File: src/hdl/ecc_pkg.sv
package ecc_pkg;

    // ####################################################################
    // sizes
    // ####################################################################

    localparam int DATA_WIDTH   = 28;
    localparam int PARITY_WIDTH = 7;
    localparam int CODE_WIDTH   = DATA_WIDTH + PARITY_WIDTH;
    localparam int ADDR_WIDTH   = 6;
    localparam int DEPTH        = 1 << ADDR_WIDTH;
    localparam int COUNT_WIDTH  = 16;

    // data bits feeding each check bit; entry 6 is the overall term.
    localparam logic [DATA_WIDTH-1:0] PARITY_MASK [PARITY_WIDTH] = '{
        28'h6AAAD5B,
        28'hB33366D,
        28'h3C3C78E,
        28'h3FC07F0,
        28'h3FFF800,
        28'hC000000,
        28'hDA65CB7
    };

    // ####################################################################
    // structs
    // ####################################################################

    typedef struct packed {
        logic [ADDR_WIDTH-1:0] addr;
        logic [DATA_WIDTH-1:0] data;
        logic [CODE_WIDTH-1:0] flip;   // bits of the stored word to invert.
    } wr_cmd_t;

    // parity sits on top, so flip bits 28..34 hit the check bits.
    typedef struct packed {
        logic [PARITY_WIDTH-1:0] parity;
        logic [DATA_WIDTH-1:0]   data;
    } code_word_t;

    typedef struct packed {
        logic [DATA_WIDTH-1:0]   data;
        logic [PARITY_WIDTH-1:0] parity;   // as stored.
        logic                    sbit_err;
        logic                    dbit_err;
    } rd_rsp_t;

    typedef struct packed {
        logic [COUNT_WIDTH-1:0] sbit_count;
        logic [COUNT_WIDTH-1:0] dbit_count;
        logic [ADDR_WIDTH-1:0]  last_err_addr;
    } err_status_t;

    // ####################################################################
    // check bit generation
    // ####################################################################

    function automatic logic [PARITY_WIDTH-1:0] ecc_encode(
        input logic [DATA_WIDTH-1:0] d
    );
        logic [PARITY_WIDTH-1:0] p;
        p = '0;
        for (int i = 0; i < PARITY_WIDTH; i++) begin
            p[i] = ^(d & PARITY_MASK[i]);
        end
        return p;
    endfunction

endpackage

File: src/hdl/ecc_28_cal.sv
module ecc_28_cal (
    input  logic [ecc_pkg::DATA_WIDTH-1:0]   data_in,
    input  logic [ecc_pkg::PARITY_WIDTH-1:0] parity_in,
    input  logic                             bypass,
    output logic [ecc_pkg::DATA_WIDTH-1:0]   data_out,
    output logic [ecc_pkg::PARITY_WIDTH-1:0] parity_out,
    output logic [ecc_pkg::DATA_WIDTH-1:0]   mask,
    output logic                             sbit_err,
    output logic                             dbit_err
);
    import ecc_pkg::*;

    logic [PARITY_WIDTH-1:0] calc_parity;
    logic [PARITY_WIDTH-1:0] syndrome;
    logic                    chk_only;   // error confined to a check bit.
    logic                    multi;

    assign calc_parity = ecc_encode(data_in);
    assign syndrome    = calc_parity ^ parity_in;

    // syndrome to data bit position.
    always_comb begin
        mask     = '0;
        chk_only = 1'b0;
        multi    = 1'b0;
        case (syndrome)
            7'h00: mask = '0;
            7'h43: mask[0]  = 1'b1;
            7'h45: mask[1]  = 1'b1;
            7'h46: mask[2]  = 1'b1;
            7'h07: mask[3]  = 1'b1;
            7'h49: mask[4]  = 1'b1;
            7'h4A: mask[5]  = 1'b1;
            7'h0B: mask[6]  = 1'b1;
            7'h4C: mask[7]  = 1'b1;
            7'h0D: mask[8]  = 1'b1;
            7'h0E: mask[9]  = 1'b1;
            7'h4F: mask[10] = 1'b1;
            7'h51: mask[11] = 1'b1;
            7'h52: mask[12] = 1'b1;
            7'h13: mask[13] = 1'b1;
            7'h54: mask[14] = 1'b1;
            7'h15: mask[15] = 1'b1;
            7'h16: mask[16] = 1'b1;
            7'h57: mask[17] = 1'b1;
            7'h58: mask[18] = 1'b1;
            7'h19: mask[19] = 1'b1;
            7'h1A: mask[20] = 1'b1;
            7'h5B: mask[21] = 1'b1;
            7'h1C: mask[22] = 1'b1;
            7'h5D: mask[23] = 1'b1;
            7'h5E: mask[24] = 1'b1;
            7'h1F: mask[25] = 1'b1;
            7'h61: mask[26] = 1'b1;
            7'h62: mask[27] = 1'b1;
            // one check bit flipped, data is good.
            7'h01,
            7'h02,
            7'h04,
            7'h08,
            7'h10,
            7'h20,
            7'h40: chk_only = 1'b1;
            default: multi = 1'b1;   // uncorrectable.
        endcase
    end

    assign data_out   = bypass ? data_in : (data_in ^ mask);
    assign parity_out = parity_in;   // stored check bits.
    assign sbit_err   = !bypass && ((|mask) || chk_only);
    assign dbit_err   = !bypass && multi;

endmodule

File: src/hdl/ecc_mem_array.sv
module ecc_mem_array (
    input  logic                           clk,
    input  logic                           wr_en,
    input  logic [ecc_pkg::ADDR_WIDTH-1:0] wr_addr,
    input  ecc_pkg::code_word_t            wr_word,
    input  logic                           rd_en,
    input  logic [ecc_pkg::ADDR_WIDTH-1:0] rd_addr,
    output ecc_pkg::code_word_t            rd_word
);
    import ecc_pkg::*;

    code_word_t mem [DEPTH];

    // ####################################################################
    // write port
    // ####################################################################

    always_ff @(posedge clk) begin
        if (wr_en) begin
            mem[wr_addr] <= wr_word;
        end
    end

    // ####################################################################
    // read port
    // ####################################################################

    // sampled before the write lands, so a same address read sees old data.
    always_ff @(posedge clk) begin
        if (rd_en) begin
            rd_word <= mem[rd_addr];
        end
    end

endmodule

File: src/hdl/ecc_err_log.sv
module ecc_err_log (
    input  logic                           clk,
    input  logic                           reset,
    input  logic                           chk_valid,
    input  logic                           sbit_err,
    input  logic                           dbit_err,
    input  logic [ecc_pkg::ADDR_WIDTH-1:0] chk_addr,
    output ecc_pkg::err_status_t           status
);
    import ecc_pkg::*;

    logic sbit_hit;
    logic dbit_hit;
    logic sbit_full;
    logic dbit_full;

    assign sbit_hit  = chk_valid && sbit_err;
    assign dbit_hit  = chk_valid && dbit_err;
    assign sbit_full = &status.sbit_count;
    assign dbit_full = &status.dbit_count;

    // ####################################################################
    // saturating counters
    // ####################################################################

    always_ff @(posedge clk) begin
        if (reset) begin
            status.sbit_count <= '0;
            status.dbit_count <= '0;
        end else begin
            if (sbit_hit && !sbit_full) begin
                status.sbit_count <= status.sbit_count + 1'b1;
            end
            if (dbit_hit && !dbit_full) begin
                status.dbit_count <= status.dbit_count + 1'b1;
            end
        end
    end

    // most recent failing address.
    always_ff @(posedge clk) begin
        if (reset) begin
            status.last_err_addr <= '0;
        end else if (sbit_hit || dbit_hit) begin
            status.last_err_addr <= chk_addr;
        end
    end

endmodule

File: src/hdl/ecc_ram.sv
module ecc_ram (
    input  logic                           clk,
    input  logic                           reset,
    input  logic                           wr_en,
    input  ecc_pkg::wr_cmd_t               wr_cmd,
    input  logic                           rd_en,
    input  logic [ecc_pkg::ADDR_WIDTH-1:0] rd_addr,
    input  logic                           bypass,
    output logic                           rd_valid,
    output ecc_pkg::rd_rsp_t               rd_rsp,
    output ecc_pkg::err_status_t           err_status
);
    import ecc_pkg::*;

    logic [PARITY_WIDTH-1:0] wr_parity;
    code_word_t              wr_word;
    code_word_t              rd_word;

    logic                    s1_valid;
    logic [ADDR_WIDTH-1:0]   s1_addr;

    logic [DATA_WIDTH-1:0]   chk_data;
    logic [PARITY_WIDTH-1:0] chk_parity;
    logic                    chk_sbit;
    logic                    chk_dbit;

    // ####################################################################
    // write encode
    // ####################################################################

    assign wr_parity = ecc_encode(wr_cmd.data);
    assign wr_word   = code_word_t'({wr_parity, wr_cmd.data} ^ wr_cmd.flip);   // fault plant.

    ecc_mem_array u_mem (
        .clk     (clk),
        .wr_en   (wr_en),
        .wr_addr (wr_cmd.addr),
        .wr_word (wr_word),
        .rd_en   (rd_en),
        .rd_addr (rd_addr),
        .rd_word (rd_word)
    );

    // ####################################################################
    // read pipeline
    // ####################################################################

    always_ff @(posedge clk) begin
        if (reset) begin
            s1_valid <= 1'b0;
        end else begin
            s1_valid <= rd_en;
        end
    end

    always_ff @(posedge clk) begin
        if (rd_en) begin
            s1_addr <= rd_addr;   // matches the array output.
        end
    end

    ecc_28_cal u_cal (
        .data_in    (rd_word.data),
        .parity_in  (rd_word.parity),
        .bypass     (bypass),
        .data_out   (chk_data),
        .parity_out (chk_parity),
        .mask       (),
        .sbit_err   (chk_sbit),
        .dbit_err   (chk_dbit)
    );

    // response one cycle after the array.
    always_ff @(posedge clk) begin
        if (reset) begin
            rd_valid <= 1'b0;
        end else begin
            rd_valid <= s1_valid;
        end
    end

    always_ff @(posedge clk) begin
        if (s1_valid) begin
            rd_rsp.data     <= chk_data;
            rd_rsp.parity   <= chk_parity;
            rd_rsp.sbit_err <= chk_sbit;
            rd_rsp.dbit_err <= chk_dbit;
        end
    end

    ecc_err_log u_log (
        .clk       (clk),
        .reset     (reset),
        .chk_valid (s1_valid),
        .sbit_err  (chk_sbit),
        .dbit_err  (chk_dbit),
        .chk_addr  (s1_addr),
        .status    (err_status)
    );

endmodule

File: config.mk
export PLATFORM = sky130hd
export DESIGN_NAME = ecc_ram
export DESIGN_NICKNAME = d
export VERILOG_FILES = /design/src/hdl/ecc_pkg.sv /design/src/hdl/ecc_28_cal.sv /design/src/hdl/ecc_mem_array.sv /design/src/hdl/ecc_err_log.sv /design/src/hdl/ecc_ram.sv
export SDC_FILE = /design/constraint.sdc
export NUM_CORES = 2
export LEC_CHECK = 0
export BUFFER_PORTS_ARGS = -buffer_cell sky130_fd_sc_hd__buf_4
export CAP_MARGIN = 40
export CORE_ASPECT_RATIO = 0.9
export CORE_UTILIZATION = 60
export CTS_BUF_LIST = sky130_fd_sc_hd__clkbuf_4
export DETAILED_ROUTE_END_ITERATION = 12
export HOLD_SLACK_MARGIN = 0.1
export PLACE_DENSITY = 0.77
export SLEW_MARGIN = 20
export SYNTH_ARGS = -nofsm -noshare
export SYNTH_HDL_FRONTEND = slang
export SYNTH_SLANG_ARGS = --single-unit
File: constraint.sdc
create_clock -name clk -period 4.04 [get_ports clk]
set_input_delay 0.202 -clock clk [delete_from_list [all_inputs] [get_ports clk]]
set_output_delay 0.202 -clock clk [all_outputs]
set_load 0.005 [all_outputs]
==> metrics.md <==
| Metric | Value |
|---|---|
| Prevailing post-synth register cell | `edfxtp_1` |
| First-pass GRT wire length | `334000 µm` |
| FMAX | `0.255 GHz` |
| Final core utilization | `0.707` |
| Reg area | `70400 µm²` |
| H-tree Lvls | `6` |
| Largest net degree at the start of global routing | `67` |
| Status | `complete, no violations` |
| CTS tree | `built` |
| Syn-to-layout area delta | `16.5%` |
| Max IR drop VDD | `788 µV` |
| Final Wtd Congestion | `0.856` |
| Via count | `47600` |
| Leading cell type in the layout, fill and taps excluded | `edfxtp_1` |
| Wire length per cell | `32.8 µm` |
| Tot GR Track Use | `0.307` |
| Synthesized cell area | `91800 µm²` |
| Post-DP HPWL | `132000 µm` |
| Nets | `4879` |
| Clock-pin slew on the worst setup and hold paths | `0.07 ns` |
| Syn. warnings | `0` |
| Most frequent cells in the layout | `edfxtp_1 (2318), clkbuf_4 (843), mux4_2 (726)` |
| Syn avg cell area | `23.8 µm²` |
| CTS root buf | `clkbuf_4` |
| Final Max Tran Viols | `0` |
| Later-pin clock latency in the skew report | `1.35 ns` |
| R2r startpoint | `u_mem.rd_word[27]$_DFFE_PP_` |
| Worst Path Required | `5.26 ns` |
| Leak Pwr | `34.6 nW` |
| Starting Density | `0.607` |
| Hold Crit Start | `wr_cmd[66]` |
| Post-synth EDFFs | `2318` |
| Max-cap violations | `0` |
| Height of the die | `373 µm` |
| Die area | `154000 µm²` |
| CTS buffer count | `581` |
| Worst rel slew slack | `0.385` |
| Setup ws final | `0.113 ns` |
| Setup CP Type | `register to register` |
| Post-Synthesis Cells | `3858` |
| Worst EP arrival | `5.14 ns` |
| PD cells | `519 nW/µm²` |
| Final wirelength | `236000 µm` |
| CTS sink count | `2358` |
| Row count | `135` |
| Final ANT Viol Nets | `0` |
| Final setup viols | `0` |
| # DRC | `0` |
| Sequential area share after synthesis | `0.767` |
| Fraction of layout cells with a size suffix above 1 | `0.414` |
| # IOs | `156` |
| CP max FO | `5` |
| Longest Clk Path Bufs | `4` |
| Pre-CTS setup slack | `0.212 ns` |
| Tot Pwr | `55.5 mW` |
| HP Class | `primary input to register` |
| Worst slew pin tran | `0.923 ns` |
| FFs w/ async S/R, synth | `0` |
| Initial DRC count | `7310` |
| Antenna violations before repair | `22` |
| Startpoint types | `register` |
| Synth Register Bits | `2358` |
| Gr ovfl total | `0` |
| Area of the multi-input gates | `21700 µm²` |
| Fin crit period | `3.93 ns` |
| Syn nets | `3940` |
| Vias per cell | `6.62` |
| Synth unique cells | `69` |
| Area of the core | `151000 µm²` |
| Fin Clk Skew | `0.0678 ns` |
| Die span in x | `414 µm` |
| Crit. End Element | `register` |
| DRT Pass-1 Iters | `5` |
| Filler cells | `8565` |
| Period Utilization, post-route | `0.972` |
| Crit path launch | `u_mem.rd_word[27]$_DFFE_PP_` |
| Vias in the first global route | `48200` |
| Final Hold Viols | `0` |
| Port-buffer cells | `155` |
-- worst paths after layout --
| kind | to | slack [ns] | cells after the start |
|---|---|---|---|
| max | u_log.status[27]$_SDFFE_PP0P_ | 0.11 | 12 |
| min | u_mem.mem[26][34]$_DFFE_PP_ | 0.14 | 4 |
| min reg2reg | rd_rsp[2]$_DFFE_PP_ | 0.47 | 0 |
| max reg2reg | u_log.status[27]$_SDFFE_PP0P_ | 0.11 | 12 |
-- where the power goes --
part / switching [mW] / total, mW / internal, mW
combinational: 4.78 / 7.44 / 2.65
clock: 9.19 / 19.3 / 10.2
sequential: 0.131 / 28.7 / 28.6
total: 14.1 / 55.5 / 41.4
-- final cells by class --
class | instances | share of cell area
antenna | 13 | 0.000304
tap | 1986 | 0.0233
multi-input combinational | 1306 | 0.203
sequential | 2358 | 0.659
inverter | 7 | 0.000246
clock inverter | 127 | 0.00704
clock buffer | 843 | 0.0592
timing repair buffer | 543 | 0.0479
-- registers in the layout, indices dropped and copies added (netlist names) --
| signal | cells |
|---|---|
| u_mem.rd_word | 35 |
| rd_valid | 1 |
| s1_valid | 1 |
| s1_addr | 6 |
| rd_rsp | 37 |
| u_mem.mem | 2240 |
| u_log.status | 38 |
-- timing repair --
item                                    4_1_cts  5_1_grt
buffers inserted                              0        1
resized for setup                             0        6
hold buffers                                149        2
endpoints found under the setup margin        0        5
hold endpoints to repair                   3493       68
-- metal layers --
metal,up-vias,routed length (µm),global-route usage
met5,-,105,0
met4,18,6410,0.101
met3,527,31900,0.0906
met2,3816,113000,0.475
met1,24500,84400,0.427
li1,18700,-,-
-- Yosys cell counts (all sizes together), types with 10 or more instances --
cell type / instances / area share
nand3: 49 / 0.0027
mux4: 726 / 0.18
xnor3: 16 / 0.0040
o21ai: 19 / 0.0010
nor2: 116 / 0.0048
xnor2: 123 / 0.012
nor2b: 12 / 0.00082
mux2i: 17 / 0.0019
clkbuf: 128 / 0.0052
nor3: 18 / 0.0011
edfxtp: 2318 / 0.76
buf: 59 / 0.0025
mux2: 10 / 0.0012
a21oi: 11 / 0.00060
nand2: 46 / 0.0019
xor2: 63 / 0.0065
dfxtp: 40 / 0.0087
-- metrics by stage --
stage | cells | setup TNS, ns | instance area [µm²] | hold slack (ns)
final | 7183 | 0 | 107000 | 0.144
after global placement | 6034 | 0 | 97900 | 0.453
after CTS | 7161 | 0 | 107000 | 0.101
after detailed placement | 6042 | 0 | 98100 | 0.461
after floorplan | 3858 | 0 | 91800 | 0.301
after global routing | 7180 | -0.00468 | 107000 | 0.0922
-- worst max-delay path: stages (launching register included) --
cell and delay [ns]:
edfxtp_1 0.47, xnor2_1 0.39, xor3_2 0.50, xor2_2 0.21, nor3_1 0.39, o211ai_1 0.18
a311oi_2 0.39, nor4_4 0.13, buf_4 0.16, a31oi_2 0.25, nand2_2 0.15, or4_1 0.44
a21oi_1 0.16
-- logic make-up after synthesis --
group | synth area share
flops | 0.767
mux | 0.181
simple gates | 0.0156
xor+xnor | 0.0232
buf+inv | 0.00806
compound gates | 0.00423
fa+ha+maj | 0.000273
Note: power is estimated with default switching activity, not from simulation.
